File: src/adc_pkg.sv
package adc_pkg;

  typedef enum logic [2:0] {
    SEQ_IDLE    = 3'd0,
    SEQ_STROBE  = 3'd1,
    SEQ_CONVERT = 3'd2,
    SEQ_WAITING = 3'd3,
    SEQ_DONE    = 3'd4
  } adc_seq_state_e;

  localparam int NUM_CHANNELS = 32;
  localparam int CHAN_W       = $clog2(NUM_CHANNELS);
  localparam int RESULT_W     = 12;
  localparam int ACC_W        = 15; // 12 bits plus 8 samples
  localparam int NUM_CMON     = 10;
  localparam int NUM_TMON     = 11;

  localparam logic [15:0] REG_BYPASS_HI   = 16'h0000;
  localparam logic [15:0] REG_BYPASS_LO   = 16'h0001;
  localparam logic [15:0] REG_CMON_EN     = 16'h0002;
  localparam logic [15:0] REG_TMON_EN     = 16'h0003;
  localparam logic [15:0] REG_ADC_EN      = 16'h0004;
  localparam logic [15:0] REG_AVG_LOG2    = 16'h0005;
  localparam logic [15:0] REG_STATUS      = 16'h0006;
  localparam logic [15:0] REG_RESULT_BASE = 16'h0020;

  // current monitor i sits on channel 3i+2
  localparam logic [CHAN_W-1:0] CMON_CHANNELS [NUM_CMON] = '{
    5'd2, 5'd5, 5'd8, 5'd11, 5'd14, 5'd17, 5'd20, 5'd23, 5'd26, 5'd29
  };

  // temp monitors on 3i+3, last one on channel 31
  localparam logic [CHAN_W-1:0] TMON_CHANNELS [NUM_TMON] = '{
    5'd3, 5'd6, 5'd9, 5'd12, 5'd15, 5'd18, 5'd21, 5'd24, 5'd27, 5'd30, 5'd31
  };

  function automatic logic [NUM_CMON-1:0] cmon_select(input logic [CHAN_W-1:0] chan);
    logic [NUM_CMON-1:0] sel;
    sel = '0;
    for (int i = 0; i < NUM_CMON; i++) begin
      sel[i] = (chan == CMON_CHANNELS[i]);
    end
    return sel;
  endfunction

  function automatic logic [NUM_TMON-1:0] tmon_select(input logic [CHAN_W-1:0] chan);
    logic [NUM_TMON-1:0] sel;
    sel = '0;
    for (int i = 0; i < NUM_TMON; i++) begin
      sel[i] = (chan == TMON_CHANNELS[i]);
    end
    return sel;
  endfunction

endpackage

File: src/adc_result_store.sv
`timescale 1ns/1ps

module adc_result_store (
  input  logic                         wb_clk_i,
  input  logic                         wb_rst_i,
  input  logic                         wr_en_i,
  input  logic [adc_pkg::CHAN_W-1:0]   wr_addr_i,
  input  logic [adc_pkg::RESULT_W-1:0] wr_data_i,
  input  logic [adc_pkg::CHAN_W-1:0]   rd_addr_i,
  output logic [adc_pkg::RESULT_W-1:0] rd_data_o
);

  // last mean per channel
  logic [adc_pkg::RESULT_W-1:0] mem [adc_pkg::NUM_CHANNELS];

  always_ff @(posedge wb_clk_i) begin
    if (wb_rst_i) begin
      for (int i = 0; i < adc_pkg::NUM_CHANNELS; i++) begin
        mem[i] <= '0;
      end
    end else if (wr_en_i) begin
      mem[wr_addr_i] <= wr_data_i;
    end
  end

  // registered read lines up with the bus ack
  always_ff @(posedge wb_clk_i) begin
    if (wb_rst_i) begin
      rd_data_o <= '0;
    end else begin
      rd_data_o <= mem[rd_addr_i];
    end
  end

endmodule

File: src/adc_averager.sv
`timescale 1ns/1ps

module adc_averager (
  input  logic                         wb_clk_i,
  input  logic                         wb_rst_i,
  input  logic                         sample_valid_i,
  input  logic                         sample_first_i,
  input  logic                         sample_last_i,
  input  logic [adc_pkg::RESULT_W-1:0] sample_i,
  input  logic [adc_pkg::CHAN_W-1:0]   channel_i,
  input  logic [1:0]                   avg_log2_i,
  output logic                         result_stb_o,
  output logic [adc_pkg::RESULT_W-1:0] result_o,
  output logic [adc_pkg::CHAN_W-1:0]   result_channel_o
);

  logic [adc_pkg::ACC_W-1:0] acc;
  logic [adc_pkg::ACC_W-1:0] sum_next;
  logic [adc_pkg::ACC_W-1:0] mean;

  // first sample restarts the sum
  assign sum_next = (sample_first_i ? '0 : acc) + adc_pkg::ACC_W'(sample_i);
  assign mean     = sum_next >> avg_log2_i;

  always_ff @(posedge wb_clk_i) begin
    if (sample_valid_i) begin
      acc <= sum_next;
    end
    if (sample_valid_i && sample_last_i) begin
      result_o         <= mean[adc_pkg::RESULT_W-1:0];
      result_channel_o <= channel_i;
    end
  end

  always_ff @(posedge wb_clk_i) begin
    if (wb_rst_i) begin
      result_stb_o <= 1'b0;
    end else begin
      result_stb_o <= sample_valid_i && sample_last_i; // one cycle after the sample
    end
  end

endmodule

File: src/adc_regs.sv
`timescale 1ns/1ps

module adc_regs #(
  parameter logic [1:0] DEFAULT_AVG_LOG2 = 2'd2
) (
  input  logic                               wb_clk_i,
  input  logic                               wb_rst_i,
  input  logic                               wb_cyc_i,
  input  logic                               wb_stb_i,
  input  logic                               wb_we_i,
  input  logic [15:0]                        wb_adr_i,
  input  logic [15:0]                        wb_dat_i,
  output logic [15:0]                        wb_dat_o,
  output logic                               wb_ack_o,
  input  adc_pkg::adc_seq_state_e            seq_state_i,
  input  logic                               adc_calibrate_i,
  input  logic                               adc_datavalid_i,
  input  logic                               adc_busy_i,
  input  logic                               adc_sample_i,
  input  logic [adc_pkg::RESULT_W-1:0]       rd_data_i,
  output logic [adc_pkg::NUM_CHANNELS-1:0]   bypass_o,
  output logic [adc_pkg::NUM_CMON-1:0]       cmon_en_o,
  output logic [adc_pkg::NUM_TMON-1:0]       tmon_en_o,
  output logic                               adc_en_o,
  output logic [1:0]                         avg_log2_o,
  output logic [adc_pkg::CHAN_W-1:0]         rd_addr_o
);

  typedef enum logic [3:0] {
    SRC_NONE,
    SRC_BYPASS_HI,
    SRC_BYPASS_LO,
    SRC_CMON,
    SRC_TMON,
    SRC_EN,
    SRC_AVG,
    SRC_STATUS,
    SRC_RESULT
  } rd_src_e;

  rd_src_e     rd_src;
  logic        access;
  logic        result_hit;
  logic [15:0] result_offset;

  assign access = wb_cyc_i && wb_stb_i && !wb_ack_o; // no back-to-back ack

  assign result_hit = (wb_adr_i >= adc_pkg::REG_RESULT_BASE) &&
                      (wb_adr_i < adc_pkg::REG_RESULT_BASE + 16'(adc_pkg::NUM_CHANNELS));

  // store read is registered, data lands in the ack cycle
  assign result_offset = wb_adr_i - adc_pkg::REG_RESULT_BASE;
  assign rd_addr_o     = result_offset[adc_pkg::CHAN_W-1:0];

  always_ff @(posedge wb_clk_i) begin
    if (wb_rst_i) begin
      wb_ack_o   <= 1'b0;
      rd_src     <= SRC_NONE;
      bypass_o   <= '0;
      cmon_en_o  <= '1;
      tmon_en_o  <= '1;
      adc_en_o   <= 1'b1;
      avg_log2_o <= DEFAULT_AVG_LOG2;
    end else begin
      wb_ack_o <= access;
      if (access) begin
        case (wb_adr_i)
          adc_pkg::REG_BYPASS_HI: begin
            rd_src <= SRC_BYPASS_HI;
            if (wb_we_i) bypass_o[31:16] <= wb_dat_i;
          end
          adc_pkg::REG_BYPASS_LO: begin
            rd_src <= SRC_BYPASS_LO;
            if (wb_we_i) bypass_o[15:0] <= wb_dat_i;
          end
          adc_pkg::REG_CMON_EN: begin
            rd_src <= SRC_CMON;
            if (wb_we_i) cmon_en_o <= wb_dat_i[adc_pkg::NUM_CMON-1:0];
          end
          adc_pkg::REG_TMON_EN: begin
            rd_src <= SRC_TMON;
            if (wb_we_i) tmon_en_o <= wb_dat_i[adc_pkg::NUM_TMON-1:0];
          end
          adc_pkg::REG_ADC_EN: begin
            rd_src <= SRC_EN;
            if (wb_we_i) adc_en_o <= wb_dat_i[0];
          end
          adc_pkg::REG_AVG_LOG2: begin
            rd_src <= SRC_AVG;
            if (wb_we_i) avg_log2_o <= wb_dat_i[1:0];
          end
          adc_pkg::REG_STATUS: rd_src <= SRC_STATUS; // read only
          default: rd_src <= result_hit ? SRC_RESULT : SRC_NONE;
        endcase
      end
    end
  end

  always_comb begin
    case (rd_src)
      SRC_BYPASS_HI: wb_dat_o = bypass_o[31:16];
      SRC_BYPASS_LO: wb_dat_o = bypass_o[15:0];
      SRC_CMON:      wb_dat_o = {6'b0, cmon_en_o};
      SRC_TMON:      wb_dat_o = {5'b0, tmon_en_o};
      SRC_EN:        wb_dat_o = {15'b0, adc_en_o};
      SRC_AVG:       wb_dat_o = {14'b0, avg_log2_o};
      SRC_STATUS:    wb_dat_o = {9'b0, seq_state_i, adc_busy_i, adc_sample_i,
                                 adc_datavalid_i, adc_calibrate_i};
      SRC_RESULT:    wb_dat_o = {4'b0, rd_data_i};
      default:       wb_dat_o = 16'h0000;
    endcase
  end

endmodule

File: src/adc_sequencer.sv
`timescale 1ns/1ps

module adc_sequencer #(
  parameter int STB_WIDTH = 400
) (
  input  logic                             wb_clk_i,
  input  logic                             wb_rst_i,
  input  logic [adc_pkg::NUM_CHANNELS-1:0] bypass_i,
  input  logic [adc_pkg::NUM_CMON-1:0]     cmon_en_i,
  input  logic [adc_pkg::NUM_TMON-1:0]     tmon_en_i,
  input  logic                             adc_en_i,
  input  logic [1:0]                       avg_log2_i,
  input  logic                             adc_calibrate_i,
  input  logic                             adc_busy_i,
  input  logic                             adc_datavalid_i,
  output logic                             adc_start_o,
  output logic [adc_pkg::CHAN_W-1:0]       adc_chnum_o,
  output logic [adc_pkg::NUM_CMON-1:0]     current_stb_o,
  output logic [adc_pkg::NUM_TMON-1:0]     temp_stb_o,
  output adc_pkg::adc_seq_state_e          state_o,
  output logic                             sample_valid_o,
  output logic                             sample_first_o,
  output logic                             sample_last_o
);

  localparam int STB_CNT_W = $clog2(STB_WIDTH + 1);

  adc_pkg::adc_seq_state_e    state;
  logic [STB_CNT_W-1:0]       stb_cnt;
  logic [2:0]                 conv_cnt;      // conversions done on this channel
  logic [2:0]                 conv_last_cnt;
  logic                       chan_complete;
  logic [adc_pkg::NUM_CMON-1:0] cmon_hit;
  logic [adc_pkg::NUM_TMON-1:0] tmon_hit;
  logic                       accept;

  assign cmon_hit = adc_pkg::cmon_select(adc_chnum_o) & cmon_en_i;
  assign tmon_hit = adc_pkg::tmon_select(adc_chnum_o) & tmon_en_i;

  // 2^n - 1 in three bits, wraps to 7 for n = 3
  assign conv_last_cnt = (3'd1 << avg_log2_i) - 3'd1;

  // datavalid counts only once a start is out
  assign accept = adc_datavalid_i &&
                  (state == adc_pkg::SEQ_CONVERT || state == adc_pkg::SEQ_WAITING);

  assign sample_valid_o = accept;
  assign sample_first_o = (conv_cnt == 3'd0);
  assign sample_last_o  = (conv_cnt >= conv_last_cnt);
  assign state_o        = state;

  always_ff @(posedge wb_clk_i) begin
    if (wb_rst_i) begin
      state         <= adc_pkg::SEQ_IDLE;
      adc_start_o   <= 1'b0;
      adc_chnum_o   <= '0;
      current_stb_o <= '0;
      temp_stb_o    <= '0;
      stb_cnt       <= '0;
      conv_cnt      <= '0;
      chan_complete <= 1'b0;
    end else begin
      case (state)
        adc_pkg::SEQ_IDLE: begin
          if (adc_en_i && !adc_calibrate_i) begin
            if (bypass_i[adc_chnum_o]) begin
              chan_complete <= 1'b1; // skip, no conversion
              state         <= adc_pkg::SEQ_DONE;
            end else if (|cmon_hit || |tmon_hit) begin
              current_stb_o <= cmon_hit;
              temp_stb_o    <= tmon_hit;
              stb_cnt       <= STB_CNT_W'(STB_WIDTH);
              state         <= adc_pkg::SEQ_STROBE;
            end else begin
              adc_start_o <= 1'b1;
              state       <= adc_pkg::SEQ_CONVERT;
            end
          end
        end
        adc_pkg::SEQ_STROBE: begin
          if (stb_cnt != '0) begin
            stb_cnt <= stb_cnt - 1'b1;
          end else begin
            adc_start_o <= 1'b1; // excite settled
            state       <= adc_pkg::SEQ_CONVERT;
          end
        end
        adc_pkg::SEQ_CONVERT, adc_pkg::SEQ_WAITING: begin
          if (accept) begin
            adc_start_o   <= 1'b0;
            current_stb_o <= '0;
            temp_stb_o    <= '0;
            chan_complete <= sample_last_o;
            state         <= adc_pkg::SEQ_DONE;
          end else if (adc_busy_i) begin
            adc_start_o <= 1'b0;
            state       <= adc_pkg::SEQ_WAITING;
          end
        end
        adc_pkg::SEQ_DONE: begin
          if (chan_complete) begin
            conv_cnt    <= '0;
            adc_chnum_o <= adc_chnum_o + 1'b1; // wraps 31 -> 0
          end else begin
            conv_cnt <= conv_cnt + 1'b1;
          end
          state <= adc_pkg::SEQ_IDLE;
        end
        default: state <= adc_pkg::SEQ_IDLE;
      endcase
    end
  end

endmodule

File: src/adc_subsystem.sv
`timescale 1ns/1ps

module adc_subsystem #(
  parameter int         STB_WIDTH        = 400,
  parameter logic [1:0] DEFAULT_AVG_LOG2 = 2'd2
) (
  input  logic        wb_clk_i,
  input  logic        wb_rst_i,
  input  logic        wb_cyc_i,
  input  logic        wb_stb_i,
  input  logic        wb_we_i,
  input  logic [15:0] wb_adr_i,
  input  logic [15:0] wb_dat_i,
  output logic [15:0] wb_dat_o,
  output logic        wb_ack_o,
  input  logic        adc_calibrate_i,
  input  logic        adc_datavalid_i,
  input  logic        adc_busy_i,
  input  logic        adc_sample_i,
  input  logic [11:0] adc_result_i,
  output logic        adc_start_o,
  output logic [4:0]  adc_chnum_o,
  output logic        result_stb_o,
  output logic [11:0] result_o,
  output logic [4:0]  result_channel_o,
  output logic [9:0]  current_stb_o,
  output logic [10:0] temp_stb_o
);

  logic [adc_pkg::NUM_CHANNELS-1:0] bypass;
  logic [adc_pkg::NUM_CMON-1:0]     cmon_en;
  logic [adc_pkg::NUM_TMON-1:0]     tmon_en;
  logic                             adc_en;
  logic [1:0]                       avg_log2;
  logic [adc_pkg::CHAN_W-1:0]       rd_addr;
  logic [adc_pkg::RESULT_W-1:0]     rd_data;
  adc_pkg::adc_seq_state_e          seq_state;
  logic                             sample_valid;
  logic                             sample_first;
  logic                             sample_last;

  adc_regs #(
    .DEFAULT_AVG_LOG2 (DEFAULT_AVG_LOG2)
  ) u_regs (
    .wb_clk_i, .wb_rst_i, .wb_cyc_i, .wb_stb_i, .wb_we_i,
    .wb_adr_i, .wb_dat_i, .wb_dat_o, .wb_ack_o,
    .seq_state_i     (seq_state),
    .adc_calibrate_i, .adc_datavalid_i, .adc_busy_i, .adc_sample_i,
    .rd_data_i       (rd_data),
    .bypass_o        (bypass),
    .cmon_en_o       (cmon_en),
    .tmon_en_o       (tmon_en),
    .adc_en_o        (adc_en),
    .avg_log2_o      (avg_log2),
    .rd_addr_o       (rd_addr)
  );

  adc_sequencer #(
    .STB_WIDTH (STB_WIDTH)
  ) u_sequencer (
    .wb_clk_i, .wb_rst_i,
    .bypass_i        (bypass),
    .cmon_en_i       (cmon_en),
    .tmon_en_i       (tmon_en),
    .adc_en_i        (adc_en),
    .avg_log2_i      (avg_log2),
    .adc_calibrate_i, .adc_busy_i, .adc_datavalid_i,
    .adc_start_o, .adc_chnum_o, .current_stb_o, .temp_stb_o,
    .state_o         (seq_state),
    .sample_valid_o  (sample_valid),
    .sample_first_o  (sample_first),
    .sample_last_o   (sample_last)
  );

  adc_averager u_averager (
    .wb_clk_i, .wb_rst_i,
    .sample_valid_i  (sample_valid),
    .sample_first_i  (sample_first),
    .sample_last_i   (sample_last),
    .sample_i        (adc_result_i),
    .channel_i       (adc_chnum_o),
    .avg_log2_i      (avg_log2),
    .result_stb_o, .result_o, .result_channel_o
  );

  // store follows the result stream
  adc_result_store u_store (
    .wb_clk_i, .wb_rst_i,
    .wr_en_i   (result_stb_o),
    .wr_addr_i (result_channel_o),
    .wr_data_i (result_o),
    .rd_addr_i (rd_addr),
    .rd_data_o (rd_data)
  );

endmodule

File: config.mk
export PLATFORM = sky130hd
export DESIGN_NAME = adc_subsystem
export DESIGN_NICKNAME = d
export VERILOG_FILES = /design/src/adc_pkg.sv /design/src/adc_result_store.sv /design/src/adc_averager.sv /design/src/adc_regs.sv /design/src/adc_sequencer.sv /design/src/adc_subsystem.sv
export SDC_FILE = /design/constraint.sdc
export NUM_CORES = 1
export LEC_CHECK = 0
export BUFFER_PORTS_ARGS = -buffer_cell sky130_fd_sc_hd__buf_2
export CAP_MARGIN = 20
export CORE_MARGIN = 1.5
export CORE_UTILIZATION = 56
export CTS_CLUSTER_DIAMETER = 30
export DETAILED_ROUTE_END_ITERATION = 10
export PLACE_DENSITY_LB_ADDON = 0.15
export SYNTH_ARGS = -nofsm -noshare
export SYNTH_HDL_FRONTEND = slang
export SYNTH_SLANG_ARGS = --single-unit
export TNS_END_PERCENT = 50
File: constraint.sdc
create_clock -name wb_clk_i -period 3.1 [get_ports wb_clk_i]
set_input_delay 0.155 -clock wb_clk_i [delete_from_list [all_inputs] [get_ports wb_clk_i]]
set_output_delay 0.155 -clock wb_clk_i [all_outputs]
set_load 0.05 [all_outputs]
==> flow_summary_export.csv <==
group,metric,value,unit
run_status,run_status,"completed",
yosys,synth_fp_nets,2018,
critical_path,crit_arrival,3380,ps
clock_tree,path_clk_slew,50,ps
power_and_ir_drop,net-switching-power,4.678,mW
placed_design,hpwl,44610,um
finish,antenna_cells,0,
finish,layout-drive-gt1-share,26.21,%
floorplan,core-area,44410,sq um
power_and_ir_drop,p_leak,11.93,nW
finish,final_common_cell,"edfxtp_1",
finish,synthToLayoutAreaGrowth,23.37,%
finish,nets,2226,
sta,finalSetupViolations,0,
yosys,yosys_warnings,0,
yosys,ys_ff_latch,533,
global_route,antenna_found_initial,1,
critical_path,r2r_slack,100,ps
global_route,grt_pass1_vias,17050,
power_and_ir_drop,pwr-share-clk,57.2,%
yosys,yosysSeqAreaShare,58.68,%
yosys,avgSynthCellArea,13.03,sq um
placed_design,gp_congestion,0.8982,
drt,post_drt_wl_per_cell,24.09,um
drt,via_per_inst,5.948,
clock_tree,insertion_delay,650,ps
floorplan,fp.dieH,215.5,um
drt,via_count,16890,
yosys,synth_cells,1940,
global_route,grt_pass1_wl,103100,um
critical_path,start_kind,"flop",
sta,fin_crit,2996,ps
global_route,grt_max_degree,84,
power_and_ir_drop,p_sw_share,22.06,%
drt,drt_iter0_drc,1806,
yosys,synth-edff-count,416,
placed_design,pre_cts_ws,-103.9,ps
clock_tree,cts_tree,"yes",
sta,hold_violations,0,
clock_tree,clk_path_buf_depth,3,
drt,drcViolationCount,0,
yosys,synth_area,25280,sq um
sta,finalHoldWorstSlack,27.41,ps
hold_path,min_path_type,"in -> reg",
clock_tree,root_buffer,"clkbuf_16",
flow_run,cap_violations,0,
yosys,synth_ff_type,"edfxtp_1",
critical_path,critical_path_class,"reg -> reg",
power_and_ir_drop,power_density,679.9,nW/um^2
yosys,synth-async-reset-ratio,0,%
floorplan,die_x,215.5,um
critical_path,cp_max_fo,8,
placed_design,io_buffer_count,114,
clock_tree,htreeDepth,3,
power_and_ir_drop,p_seq_share,37.7,%
power_and_ir_drop,p_int,16.53,mW
clock_tree,cts_buffers,112,
sta,skew,27.33,ps
sta,finalCritPeriodShare,96.64,%
sta,slew_headroom,37.96,%
floorplan,rows,77,
sta,worst_pin_slew,930.5,ps
placed_design,dp.cells,2597,
drt,dr.pass1.iters,6,
global_route,gr-usage-all-layers,29.81,%
power_and_ir_drop,irDropWorstVdd,0.5394,mV
clock_tree,cts.sinks,533,
finish,layout.cells.non_filler,2839,
yosys,synth.distinct_cells,76,
sta,finalWorstSetupSlack,104.1,ps
sta,clock.fmax,333.8,MHz
global_route,overflow,0,
drt,ant_nets,0,
floorplan,ios,115,
critical_path,end_kind,"flop",
critical_path,required,3480,ps
sta,slew_viol_final,0,
power_and_ir_drop,power.share.combinational,5.0,%
floorplan,dieArea,46430,sq um
finish,layout_common_cells,"edfxtp_1 (416), and2_1 (399), nand2_1 (147), mux4_2 (129), clkbuf_16 (115)",
floorplan,start_util,56.92,%
drt,wl,68400,um
## sequential cells by signal, summed over array words and instances, names as in the netlist, 2 cells and up
register / flops
u_sequencer.adc_chnum_o: 5
u_sequencer.conv_cnt: 3
u_regs.tmon_en_o: 11
u_regs.rd_src: 4
u_averager.result_channel_o: 5
u_store.rd_data_o: 12
u_sequencer.current_stb_o: 10
u_sequencer.stb_cnt: 9
u_regs.avg_log2_o: 2
u_sequencer.temp_stb_o: 11
u_averager.acc: 15
u_sequencer.state_o: 3
u_regs.bypass_o: 32
u_store.mem: 384
u_averager.result_o: 12
u_regs.cmon_en_o: 10
## logic make-up after synthesis
family / Yosys count / synth area share, %
buffers and inverters: 179 / 2.826
xor gates and xnor gates: 17 / 0.5890
AOI/OAI and AO/OA: 206 / 5.291
DFF: 533 / 58.68
muxes: 196 / 14.16
adders and majority gates: 25 / 1.267
and+or+nand+nor: 784 / 17.19
## per-stage QoR
stage / power (mW) / utilization [%] / instance area (sq um) / setup TNS, ps
2_1_floorplan: 8.726 / - / 25300 / 0
3_3_place_gp: 9.116 / 60.52 / 26880 / 0
3_5_place_dp: 9.142 / 60.58 / 26910 / -378.2
4_1_cts: 21.29 / 69.97 / 31070 / 0
5_1_grt: 21.76 / 70.23 / 31190 / -56.27
6_report: 21.20 / 70.23 / 31190 / 0
## power groups by stage
stage	sequential, mW	clock [mW]	combinational (mW)
floorplan	8.09	0	0.632
global placement	8.11	0	1.00
detailed placement	8.12	0	1.02
CTS	7.99	12.3	1.05
global route	8.01	12.6	1.13
finish	8.00	12.1	1.07
## final timing paths
path,startpoint,to,cells past startpoint
worst min-delay path,wb_adr_i[4],u_store.rd_data_o[9],3
worst max register to register,u_sequencer.conv_cnt[0],u_averager.result_o[10],13
worst max-delay path,u_sequencer.conv_cnt[0],u_averager.result_o[10],13
worst min register to register,u_sequencer.current_stb_o[8],u_sequencer.current_stb_o[8],2
## cell usage after synthesis, types with 9 or more instances
library cell / n / area (sq um)
a21oi_1: 62 / 310.3
nand4_1: 18 / 112.6
xnor2_1: 9 / 78.83
dfxtp_1: 117 / 2342
nor3b_1: 10 / 75.07
nand2b_1: 12 / 75.07
mux4_2: 129 / 2905
ha_1: 24 / 300.3
nor3_1: 15 / 75.07
mux2i_1: 64 / 640.6
clkbuf_1: 131 / 491.7
and2_1: 400 / 2502
buf_1: 14 / 52.55
nand3_1: 17 / 85.08
nor2_1: 107 / 401.6
a22oi_1: 23 / 172.7
edfxtp_1: 416 / 12490
o21ai_0: 53 / 265.3
nand2_1: 148 / 555.5
inv_1: 21 / 78.83
## cell type report
cell class                 count  area [sq um]
fill                        3036         13220
timing repair buffer         250          1770
tap                          592         740.7
multi-input combinational   1228          9841
inverter                      23         86.33
sequential                   533         14840
clock buffer                 132          2982
clock inverter                81         929.6
## what timing repair did
action | in CTS | in global routing
setup endpoints to repair | 6 | 23
setup buffers | 0 | 4
gates resized for setup | 3 | 20
gates cloned | 0 | 0
hold buffers | 25 | 0
endpoints found under the hold margin | 64 | 0
pin swaps | 2 | 12
## worst max-delay path, stage by stage, from the launching register on
cell and delay [ps]:
dfxtp_1 310, inv_2 90, ha_4 150, nand2b_4 100, and2_4 160, ha_4 160
fa_2 410, a21oi_2 170, o211ai_1 180, a21oi_1 270, nor2_1 90, xor2_1 170
mux2_2 280, o22a_1 200
## routing by layer
layer  global-route usage [%]  share of wire (%)  vias up
met5                        0              0.015        -
met4                    11.28                3.5        2
met3                    7.541                8.6      153
met2                    48.29                 48      791
met1                    38.99                 40     8362
li1                         -                  -     7579
(Power assumes the default switching activity.)
